$ cat config.mk
export PLATFORM = sky130hd
export DESIGN_NAME = rd_events_top
export DESIGN_NICKNAME = d
export VERILOG_FILES = /design/src/hw/rd_events_pkg.sv /design/src/hw/rd_event_decode.sv /design/src/hw/stat_counter.sv /design/src/hw/rd_occupancy_tracker.sv /design/src/hw/rd_stats_snapshot.sv /design/src/hw/rd_events_top.sv
export SDC_FILE = /design/constraint.sdc
export NUM_CORES = 1
export LEC_CHECK = 0
export BUFFER_PORTS_ARGS = -buffer_cell sky130_fd_sc_hd__buf_2
export CAP_MARGIN = 10
export CORE_ASPECT_RATIO = 0.9
export CORE_MARGIN = 1
export CORE_UTILIZATION = 45
export CTS_CLUSTER_SIZE = 8
export DETAILED_ROUTE_END_ITERATION = 7
export MAX_ROUTING_LAYER = met4
export PLACE_DENSITY = 0.69
export SLEW_MARGIN = 20
export SYNTH_ARGS = -nofsm -noshare
export SYNTH_HDL_FRONTEND = slang
export SYNTH_SLANG_ARGS = --single-unit
export TNS_END_PERCENT = 100
$ cat constraint.sdc
create_clock -name rdClk -period 2.8 [get_ports rdClk]
set_clock_uncertainty 0.05 [all_clocks]
set_input_delay 0.14 -clock rdClk [delete_from_list [all_inputs] [get_ports rdClk]]
set_output_delay 0.14 -clock rdClk [all_outputs]
set_load 0.05 [all_outputs]
$ cat src/hw/rd_events_pkg.sv
// Read event tracker shared definitions
// Widths, command and statistic encodings, and the structs passed
// between the decode, execute and result stages

package rd_events_pkg;

    // Per-cycle request/response counts and the outstanding-line count
    localparam int READ_CNT_WIDTH = 3;

    // Every statistic is this wide
    localparam int COUNTER_WIDTH = 32;

    // The accumulators are split into two halves of this width
    localparam int COUNTER_HALF = COUNTER_WIDTH / 2;

    // Cycles the snapshot pulse waits for counter updates to land
    localparam int SNAP_DELAY = 3;

    typedef logic [READ_CNT_WIDTH-1:0] read_cnt_t;
    typedef logic [COUNTER_WIDTH-1:0] counter_t;
    typedef logic [COUNTER_HALF-1:0] counter_half_t;

    // Engine commands, valid with cmd_valid
    typedef enum logic [1:0]
    {
        cmd_clear        = 2'd0,
        cmd_snapshot     = 2'd1,
        cmd_cycles_start = 2'd2,
        cmd_cycles_stop  = 2'd3
    } rd_cmd_e;

    // Statistics that the engine can read back
    typedef enum logic [1:0]
    {
        stat_total_lines = 2'd0,
        stat_active_sum  = 2'd1,
        stat_max_active  = 2'd2,
        stat_cycles      = 2'd3
    } rd_stat_e;

    // Registered read counts for one cycle
    typedef struct packed
    {
        read_cnt_t req_cnt;
        read_cnt_t resp_cnt;
    } rd_event_t;

    // Decoded control, pulses except for the enable level
    typedef struct packed
    {
        logic clear;
        logic snapshot;
        logic cycles_en;
    } rd_ctl_t;

    typedef struct packed
    {
        counter_t total_lines;
        counter_t active_sum;
        counter_t max_active;
        counter_t cycles;
    } rd_stats_t;

endpackage

$ cat src/hw/rd_event_decode.sv
// Read event decode stage
// Registers the per-cycle request and response counts and turns the
// engine command strobes into clear and snapshot pulses plus the
// cycle counter enable level

module rd_event_decode
    import rd_events_pkg::*;
(
    input  logic      rdClk,
    input  logic      rd_reset_n,

    input  read_cnt_t rd_req_cnt,
    input  read_cnt_t rd_resp_cnt,

    input  logic      cmd_valid,
    input  rd_cmd_e   cmd_op,

    output rd_event_t event_out,
    output rd_ctl_t   ctl
);

    logic do_clear;
    logic do_snapshot;
    logic do_start;
    logic do_stop;

    // One-hot view of the incoming command
    always_comb
    begin
        do_clear    = 1'b0;
        do_snapshot = 1'b0;
        do_start    = 1'b0;
        do_stop     = 1'b0;

        if (cmd_valid)
        begin
            case (cmd_op)
                cmd_clear:        do_clear    = 1'b1;
                cmd_snapshot:     do_snapshot = 1'b1;
                cmd_cycles_start: do_start    = 1'b1;
                cmd_cycles_stop:  do_stop     = 1'b1;
                default:          ;
            endcase
        end
    end

    always_ff @(posedge rdClk)
    begin
        if (!rd_reset_n)
        begin
            event_out <= '0;
            ctl       <= '0;
        end
        else
        begin
            event_out.req_cnt  <= rd_req_cnt;
            event_out.resp_cnt <= rd_resp_cnt;

            ctl.clear    <= do_clear;
            ctl.snapshot <= do_snapshot;

            // Enable holds until stop, and a clear also ends the window
            if (do_start)
            begin
                ctl.cycles_en <= 1'b1;
            end
            else if (do_stop || do_clear)
            begin
                ctl.cycles_en <= 1'b0;
            end
        end
    end

endmodule

$ cat src/hw/stat_counter.sv
// Two-stage wide accumulator
// The low half absorbs the increment first and the registered carry,
// together with the high half of the increment, lands one cycle later.
// The total is exact three cycles after the last increment.

module stat_counter
    import rd_events_pkg::*;
(
    input  logic     rdClk,
    input  logic     rd_reset_n,
    input  logic     clear,
    input  counter_t incr_by,
    output counter_t value
);

    counter_t        incr_q;
    counter_half_t   lo;
    counter_half_t   hi;
    counter_half_t   hi_incr_q;
    logic            carry_q;
    logic [COUNTER_HALF:0] lo_sum;

    assign lo_sum = {1'b0, lo} + {1'b0, incr_q[COUNTER_HALF-1:0]};

    always_ff @(posedge rdClk)
    begin
        if (!rd_reset_n || clear)
        begin
            incr_q    <= '0;
            lo        <= '0;
            carry_q   <= 1'b0;
            hi_incr_q <= '0;
            hi        <= '0;
        end
        else
        begin
            // Input register keeps the source fanout off the adder
            incr_q <= incr_by;

            // Stage one
            lo        <= lo_sum[COUNTER_HALF-1:0];
            carry_q   <= lo_sum[COUNTER_HALF];
            hi_incr_q <= incr_q[COUNTER_WIDTH-1:COUNTER_HALF];

            // Stage two
            hi <= hi + hi_incr_q + COUNTER_HALF'(carry_q);
        end
    end

    assign value = {hi, lo};

endmodule

$ cat src/hw/rd_occupancy_tracker.sv
// Read occupancy tracker, execute stage
// Keeps the outstanding-line count and its peak, accumulates total
// requested lines and the outstanding count over time, and counts
// cycles while the engine window is open

module rd_occupancy_tracker
    import rd_events_pkg::*;
(
    input  logic      rdClk,
    input  logic      rd_reset_n,

    input  rd_event_t event_in,
    input  rd_ctl_t   ctl,

    output rd_stats_t stats,
    output logic      snap,
    output logic      not_empty
);

    read_cnt_t active_lines;
    read_cnt_t max_active;
    counter_t  cycles;
    counter_t  total_lines;
    counter_t  active_sum;

    logic [SNAP_DELAY-1:0] snap_pipe;

    // Lines in flight, not touched by clear
    always_ff @(posedge rdClk)
    begin
        if (!rd_reset_n)
        begin
            active_lines <= '0;
        end
        else
        begin
            active_lines <= active_lines + event_in.req_cnt - event_in.resp_cnt;
        end
    end

    // Peak of the held outstanding count
    always_ff @(posedge rdClk)
    begin
        if (!rd_reset_n || ctl.clear)
        begin
            max_active <= '0;
        end
        else if (active_lines > max_active)
        begin
            max_active <= active_lines;
        end
    end

    always_ff @(posedge rdClk)
    begin
        if (!rd_reset_n || ctl.clear)
        begin
            cycles <= '0;
        end
        else if (ctl.cycles_en)
        begin
            cycles <= cycles + counter_t'(1);
        end
    end

    stat_counter total_lines_cnt
    (
        .rdClk      (rdClk),
        .rd_reset_n (rd_reset_n),
        .clear      (ctl.clear),
        .incr_by    (COUNTER_WIDTH'(event_in.req_cnt)),
        .value      (total_lines)
    );

    // Sum of outstanding lines over time, for average latency
    stat_counter active_sum_cnt
    (
        .rdClk      (rdClk),
        .rd_reset_n (rd_reset_n),
        .clear      (ctl.clear),
        .incr_by    (COUNTER_WIDTH'(active_lines)),
        .value      (active_sum)
    );

    // Hold the snapshot back until in-flight counter updates are visible
    always_ff @(posedge rdClk)
    begin
        if (!rd_reset_n)
        begin
            snap_pipe <= '0;
        end
        else
        begin
            snap_pipe <= {snap_pipe[SNAP_DELAY-2:0], ctl.snapshot};
        end
    end

    assign snap      = snap_pipe[SNAP_DELAY-1];
    assign not_empty = |active_lines;

    assign stats.total_lines = total_lines;
    assign stats.active_sum  = active_sum;
    assign stats.max_active  = COUNTER_WIDTH'(max_active);
    assign stats.cycles      = cycles;

endmodule

$ cat src/hw/rd_stats_snapshot.sv
// Statistics snapshot, result stage
// Freezes all statistics together on a snapshot pulse so that later
// reads are mutually consistent, and returns one selected statistic
// per read strobe

module rd_stats_snapshot
    import rd_events_pkg::*;
(
    input  logic      rdClk,
    input  logic      rd_reset_n,

    input  rd_stats_t stats,
    input  logic      snap,

    input  logic      stat_rd,
    input  rd_stat_e  stat_sel,

    output logic      stat_valid,
    output counter_t  stat_data
);

    rd_stats_t frozen;
    counter_t  sel_value;

    always_ff @(posedge rdClk)
    begin
        if (!rd_reset_n)
        begin
            frozen <= '0;
        end
        else if (snap)
        begin
            frozen <= stats;
        end
    end

    always_comb
    begin
        case (stat_sel)
            stat_total_lines: sel_value = frozen.total_lines;
            stat_active_sum:  sel_value = frozen.active_sum;
            stat_max_active:  sel_value = frozen.max_active;
            stat_cycles:      sel_value = frozen.cycles;
            default:          sel_value = '0;
        endcase
    end

    // One data word and a single-cycle valid per read
    always_ff @(posedge rdClk)
    begin
        if (!rd_reset_n)
        begin
            stat_valid <= 1'b0;
            stat_data  <= '0;
        end
        else
        begin
            stat_valid <= stat_rd;

            if (stat_rd)
            begin
                stat_data <= sel_value;
            end
        end
    end

endmodule

$ cat src/hw/rd_events_top.sv
// Read event tracker top level
// Decode, execute and result stages for one host memory channel,
// all on rdClk

module rd_events_top
    import rd_events_pkg::*;
(
    input  logic      rdClk,
    input  logic      rd_reset_n,

    // Lines issued and returned this cycle, zero when idle
    input  read_cnt_t rd_req_cnt,
    input  read_cnt_t rd_resp_cnt,

    input  logic      cmd_valid,
    input  rd_cmd_e   cmd_op,

    input  logic      stat_rd,
    input  rd_stat_e  stat_sel,

    output logic      not_empty,
    output logic      stat_valid,
    output counter_t  stat_data
);

    rd_event_t event_q;
    rd_ctl_t   ctl;
    rd_stats_t stats;
    logic      snap;

    rd_event_decode decode_i
    (
        .rdClk       (rdClk),
        .rd_reset_n  (rd_reset_n),
        .rd_req_cnt  (rd_req_cnt),
        .rd_resp_cnt (rd_resp_cnt),
        .cmd_valid   (cmd_valid),
        .cmd_op      (cmd_op),
        .event_out   (event_q),
        .ctl         (ctl)
    );

    rd_occupancy_tracker tracker_i
    (
        .rdClk      (rdClk),
        .rd_reset_n (rd_reset_n),
        .event_in   (event_q),
        .ctl        (ctl),
        .stats      (stats),
        .snap       (snap),
        .not_empty  (not_empty)
    );

    rd_stats_snapshot snapshot_i
    (
        .rdClk      (rdClk),
        .rd_reset_n (rd_reset_n),
        .stats      (stats),
        .snap       (snap),
        .stat_rd    (stat_rd),
        .stat_sel   (stat_sel),
        .stat_valid (stat_valid),
        .stat_data  (stat_data)
    );

endmodule

==> results of run 1 <==
-- through the flow --
stage               power [uW]  worst slack, ps  std cells  util (%)
CTS                       8307            650.0       1401     52.55
floorplan                 4265            754.8       1051         -
finish                    8211            664.0       1401     52.55
global placement          4392            689.4       1348     47.87
global route              8518            464.0       1401     52.55
detailed placement        4409            649.5       1348     47.87
-- power by group through the flow --
stage               Sequential, uW  Clock, uW  Combinational [uW]
global placement              3820          0                 572
floorplan                     3880          0                 383
detailed placement            3820          0                 585
CTS                           3750       3960                 597
finish                        3760       3860                 591
global route                  3760       4110                 647
-- worst register-to-register path: cells and delay by family (launching register included) --
family / cells / cell delay [ps]
and+or+nand+nor: 1 / 160
xor gates and xnor gates: 3 / 430
adders and majority gates: 2 / 900
buffers and inverters: 2 / 140
DFF: 1 / 360
-- state kept, by name (all words and copies together), names as in the netlist --
signal,cells
tracker_i.active_sum_cnt.hi,16
tracker_i.total_lines_cnt.carry_q,1
tracker_i.total_lines_cnt.incr_q,3
tracker_i.total_lines_cnt.lo,16
tracker_i.cycles,32
decode_i.event_out,6
decode_i.ctl,3
tracker_i.snap_pipe,3
snapshot_i.frozen,99
tracker_i.total_lines_cnt.hi,16
tracker_i.active_sum_cnt.lo,16
tracker_i.active_sum_cnt.incr_q,3
tracker_i.max_active,3
snapshot_i.stat_valid,1
tracker_i.active_sum_cnt.carry_q,1
snapshot_i.stat_data,32
tracker_i.active_lines,3
-- cells in the final DEF, fill, tap and decap left out, drive strengths merged, types with 15 or more instances in the layout --
cell type    n
o211ai      29
ha          16
and2        26
clkbuf      39
nand2       57
buf         56
dfxtp      254
nor2        98
inv         22
nor2b      109
nand4       15
xor2        28
xnor2       57
o211a       29
nand3       27
nor3        19
mux2i      135
-- routing by layer --
metal  wire length, microns  vias to the layer above  global-route usage, %
met5                      0                        -                      -
met4                    501                        0                  6.055
met3                    717                       51                  3.151
met2                   9476                      110                  29.75
met1                  10540                     3394                  23.68
li1                       -                     3659                      -
-- path summary, 6_finish.rpt --
path	start	to	slack, ps	depth (start not counted)
setup / recovery	tracker_i.active_lines[1]	tracker_i.active_lines[2]	660	8
hold / removal	rd_reset_n	snapshot_i.stat_data[3]	50	2
setup reg to reg	tracker_i.active_lines[1]	tracker_i.active_lines[2]	660	8
hold reg to reg	decode_i.ctl[1]	tracker_i.snap_pipe[0]	380	1
-- kinds of logic after synthesis --
kind of cell	count (synthesis)	synth area share (%)
adders and majority gates	20	2.623
and+or+nand+nor	394	20.51
DFF	254	47.59
buffers and inverters	80	3.162
AOI/OAI and AO/OA	80	5.867
xor gates and xnor gates	85	6.968
muxes	138	13.28
-- final cells by class --
class	count	share of cell area (%)
Inverter	19	0.5815
Tap cell	302	3.081
Sequential cell	254	41.49
Timing Repair Buffer	67	3.897
Multi-Input combinational cell	717	42.96
Clock inverter	3	0.3060
Clock buffer	39	7.692
==> impl_metrics.ini, run 1 <==
[synth]
yosysMostFrequentCell = dfxtp_1
synth_edf_count = 0
synth_area_leaders = dfxtp_1 48%, mux2i_1 13%, nor2b_1 6.4%
async_flop_share_pct = 0
yosys.area.top_type_share_pct = 47.59
yosysWarningCount = 0
synth_top_cell_by_area = dfxtp_1
yosys_register_bits = 254
synthCells = 1051
synth.distinct_cells = 40
ys_seq_area_share_pct = 47.59
syn_area_sq_um = 10680
syn_nets = 1085
yosys-top-cells-count = 254 x dfxtp_1, 135 x mux2i_1, 109 x nor2b_1, 98 x nor2_1
ys.flop_type = dfxtp_1
syn_avg_cell_area_sq_um = 10.17

[clock_tree]
clk_pin_slew_ps = 50
post_cts_resized = 0
numCtsBuffers = 37
clock_latency_ps = 520
cts_hold_buffers = 11
cts_max_level = 2
cts_setup_buffers = 0
cts-root-buf = clkbuf_16
cts_tree = yes
cts_buffer_depth = 3
cts_sinks = 254

[worst_setup_path]
cp_common_cell = xnor2_1
critical_path_buf_inv_count = 2
worst_path_max_delay_cell = fa_1
arrival_ps = 2490
crit_required_ps = 3160
critPathMaxStageDelay_ps = 480
critPathMaxFanout = 4
critPathKind = flip-flop to flip-flop
cp-start-kind = flip-flop
endpoint_kind = flip-flop
cp_cell_sequence = inv_1 > fa_1 > inv_1 > fa_1 > xnor2_1 > xnor2_1 > xnor2_1 > and2_1
cp_top_family = adder cells

[flow_run]
cap_violations = 0

[cells_and_area]
register_area_sq_um = 5089
syn_to_final_growth_pct = 14.80
diodes = 0
multi_input_area_sq_um = 5269
drive_gt1_share_pct = 11.01
n_fill_cell = 2080
final_area_sq_um = 12270
num-nets-final = 1130

[die]
fp.coreArea_sq_um = 23340
die_x_microns = 164.4
ios = 48
placementRows = 53
die_h_microns = 148.2
initial_utilization_pct = 45.77
dieArea_sq_um = 24360

[place]
place_congestion = 0.7523
port_buffers = 47
postPlaceCellArea_sq_um = 11170
dpl.hpwl_mm = 13.52

[global_routing]
track_usage_pct = 18.53
grt_overflow_total = 0
antenna_found_initial = 0
grt_max_degree = 113
grt_pass1_vias = 7103
grt_pass1_wl_mm = 35.27

[power]
vdd_drop_max_mv = 0.4457
seq_power_share_pct = 45.8
pwr-share-comb_pct = 7.2
net-switching-power_uw = 1910
internal-power_uw = 6302
power_frac_clock_pct = 47.0
netSwitchingFraction_pct = 23.26
leakagePower_uw = 0.004516
p_per_area_nw_per_um2 = 669.5

[timing]
fmax_ghz = 0.4682
slew_violations = 0
tns_ps = 0
setup_viol = 0
relSlewSlack_pct = 56.00
min_period_ps = 2136
hold_ws_ps = 50.73
grt_setup_unrepaired = no
finalHoldViolations = 0
worstMarginPinSlew_ps = 660.1
fin_crit_sh_pct = 76.29

[detailed_routing]
drtIter0Drc = 318
first_pass_iters = 4
wl_mm = 21.24
vias = 7214
via_per_inst = 5.149
final_antenna_net_count = 0
drc = 0
wl_per_cell_microns = 15.16

[min_path]
min_path_type = input port to flip-flop

[outcome]
outcome = finished clean
Power figures use the tool's default switching activity.
==> run 2: changes to the inputs <==
- ABC_AREA: unset -> 1
- clock period: 2.8 -> 2.2 ns (I/O delays scaled with it)
==> run 2 against run 1 <==
Against the previous run: synthesized cell count increased by 32%; setup slack got worse by 510 ps; worst hold slack got worse by 34 ps; synthesized area decreased by 0.89%; critical path type unchanged; largest power group unchanged; critical path depth unchanged; final area decreased by 0.91%; maximum frequency increased by 4.6%; critical endpoint unchanged; global-route usage increased by 3.9 points; utilization increased by 0.83 points; sequential share of layout area increased by 0.39 points.
==> impl_metrics.ini, run 2 <==
[place]
port_buffers = 47
place_congestion = 0.8680
dpl.hpwl_mm = 16.49

[cells_and_area]
num-nets-final = 1460
top_regs = snapshot_i.frozen (99), snapshot_i.stat_data (32), tracker_i.cycles (32)
n_fill_cell = 2157
syn_to_final_growth_pct = 14.78
layout_common_cells = 252 x dfxtp_1, 222 x nand2_1, 176 x o21ai_0, 154 x nor2_1, 142 x inv_1
drive_gt1_share_pct = 9.937
diodes = 0
post-route-util_pct = 53.37
largest_reg_flops = 99
top_register = snapshot_i.frozen
layout_commonest_cell = dfxtp_1

[worst_setup_path]
endpoint_kind = flip-flop
r2r_setup_slack_ps = 160
crit_required_ps = 2590
critPathKind = flip-flop to flip-flop
reg2reg_to = tracker_i.active_lines[2]
cp-start-kind = flip-flop
critPathMaxStageDelay_ps = 480
arrival_ps = 2440
crit_path_start = tracker_i.active_lines[1]
worst_path_max_delay_cell = fa_1
reg2reg_depth = 8
r2r_start = tracker_i.active_lines[1]
critPathMaxFanout = 3
cp_cell_sequence = inv_1 > fa_1 > inv_1 > fa_2 > xnor2_1 > xor2_1 > o21ai_1 > a21oi_1
cp_common_cell = inv_1

[detailed_routing]
vias = 9202
wl_per_cell_microns = 14.71
drtIter0Drc = 717
first_pass_iters = 5
via_per_inst = 5.331
final_antenna_net_count = 0
drc = 0
wl_mm = 25.39

[timing]
slew_violations = 0
fin_crit_sh_pct = 92.82
relSlewSlack_pct = 34.09
tns_ps = 0
min_period_ps = 2042
worstMarginPinSlew_ps = 988.6
finalHoldViolations = 0
fmax_ghz = 0.4897
grt_setup_unrepaired = no
setup_viol = 0

[synth]
synth_area_leaders = dfxtp_1 48%, o21ai_0 8.4%, nand2_1 7.9%
yosysWarningCount = 0
yosys_register_bits = 254
yosys.area.top_type_share_pct = 48.02
ys_seq_area_share_pct = 48.02
yosys-top-cells-count = 254 x dfxtp_1, 222 x nand2_1, 177 x o21ai_0, 154 x nor2_1, 142 x inv_1
ys.flop_type = dfxtp_1
synth_top_cell_by_area = dfxtp_1
synthCells = 1385
syn_avg_cell_area_sq_um = 7.645
async_flop_share_pct = 0
syn_area_sq_um = 10590
synth_edf_count = 0
yosysMostFrequentCell = dfxtp_1
syn_nets = 1419
synth.distinct_cells = 41

[die]
initial_utilization_pct = 46.50
fp.coreArea_sq_um = 22770
die_x_microns = 163.7
die_h_microns = 147.5
ios = 48
dieArea_sq_um = 24150
placementRows = 52

[global_routing]
grt_pass1_wl_mm = 42.54
grt_overflow_total = 0
antenna_found_initial = 0
grt_pass1_vias = 8557
track_usage_pct = 22.43
grt_max_degree = 147

[clock_tree]
clock_latency_ps = 510
clk_pin_slew_ps = 50
cts_tree = yes
cts-root-buf = clkbuf_16
cts_buffer_depth = 3
cts_max_level = 2
numCtsBuffers = 37
cts_sinks = 254
cts_setup_buffers = 0

[power]
leakagePower_uw = 0.004708
vdd_drop_max_mv = 0.7109
p_per_area_nw_per_um2 = 872.2

[min_path]
min_path_type = input port to flip-flop
hold_start = stat_sel[1]
holdPathEnd = snapshot_i.stat_data[2]
hold_path_depth = 5

[outcome]
outcome = finished clean

[flow_run]
cap_violations = 0
-- run 2: metrics by stage --
| step | std cells | cell area [sq um] | hold WS (ps) | setup slack [ps] | power [uW] |
|---|---|---|---|---|---|
| floorplan | 1385 | 10590 | 137.4 | 223.0 | 5461 |
| global placement | 1672 | 11030 | 238.6 | 117.8 | 5634 |
| detailed placement | 1672 | 11030 | 245.2 | 103.4 | 5655 |
| CTS | 1726 | 12150 | 6.974 | 89.45 | 10700 |
| global route | 1726 | 12150 | 81.43 | 26.35 | 11020 |
| finish | 1726 | 12150 | 16.37 | 158.1 | 10600 |
-- run 2: area by class of cell --
type	count	area, sq um	share of cell area (%)
Multi-Input combinational cell	916	4652	38.27
Inverter	148	555.5	4.571
Clock inverter	1	8.758	0.07206
Tap cell	297	371.6	3.057
Clock buffer	41	993.5	8.174
Sequential cell	254	5090	41.88
Timing Repair Buffer	69	483.0	3.974
-- run 2: repair_timing --
action                                  in CTS  in global routing
resized for setup                            0                  3
endpoints found under the setup margin       0                  1
endpoints found under the hold margin        9                  0
hold buffers                                12                  0
-- run 2: cells by family after synthesis --
kind of cell             count (synthesis)  share of synthesized area, %
XOR/XNOR                                10                        0.8272
adder cells (fa/ha/maj)                 20                         2.647
AND/OR/NAND/NOR                        531                         22.45
AO/OA/AOI/OAI                          355                         17.98
flip-flops                             254                         48.02
buffers and inverters                  215                         8.070
-- run 2: worst max-delay path, delay by kind of cell (launching register included) --
kind	cells	cell delay, ps
buffers and inverters	2	130
flip-flops	1	330
adder cells (fa/ha/maj)	2	860
XOR/XNOR	2	410
AO/OA/AOI/OAI	2	200
-- run 2: worst max path at each step --
stage | endpoint | slack, ps
final | tracker_i.active_lines[2] | 160
after global placement | tracker_i.active_lines[2] | 120
after global routing | tracker_i.active_lines[2] | 30
after floorplan | tracker_i.active_lines[2] | 220
after CTS | tracker_i.active_lines[2] | 90
after detailed placement | tracker_i.active_lines[2] | 100
-- run 2: where the power goes --
part | internal, uW | leakage [uW] | switching [uW] | total, uW
registers | 4730 | 0.00206 | 74.0 | 4800
logic | 249 | 0.00216 | 542 | 791
clock network | 3130 | 0.000494 | 1880 | 5010
-- run 2: metal layers --
layer	vias up	routed length [microns]	GRT usage [%]	share of wire [%]
met1	4269	12340	30.68	49
li1	4676	-	-	-
met4	0	558	6.991	2.2
met5	-	0	-	0
met2	208	11300	33.92	45
met3	49	1191	3.479	4.7
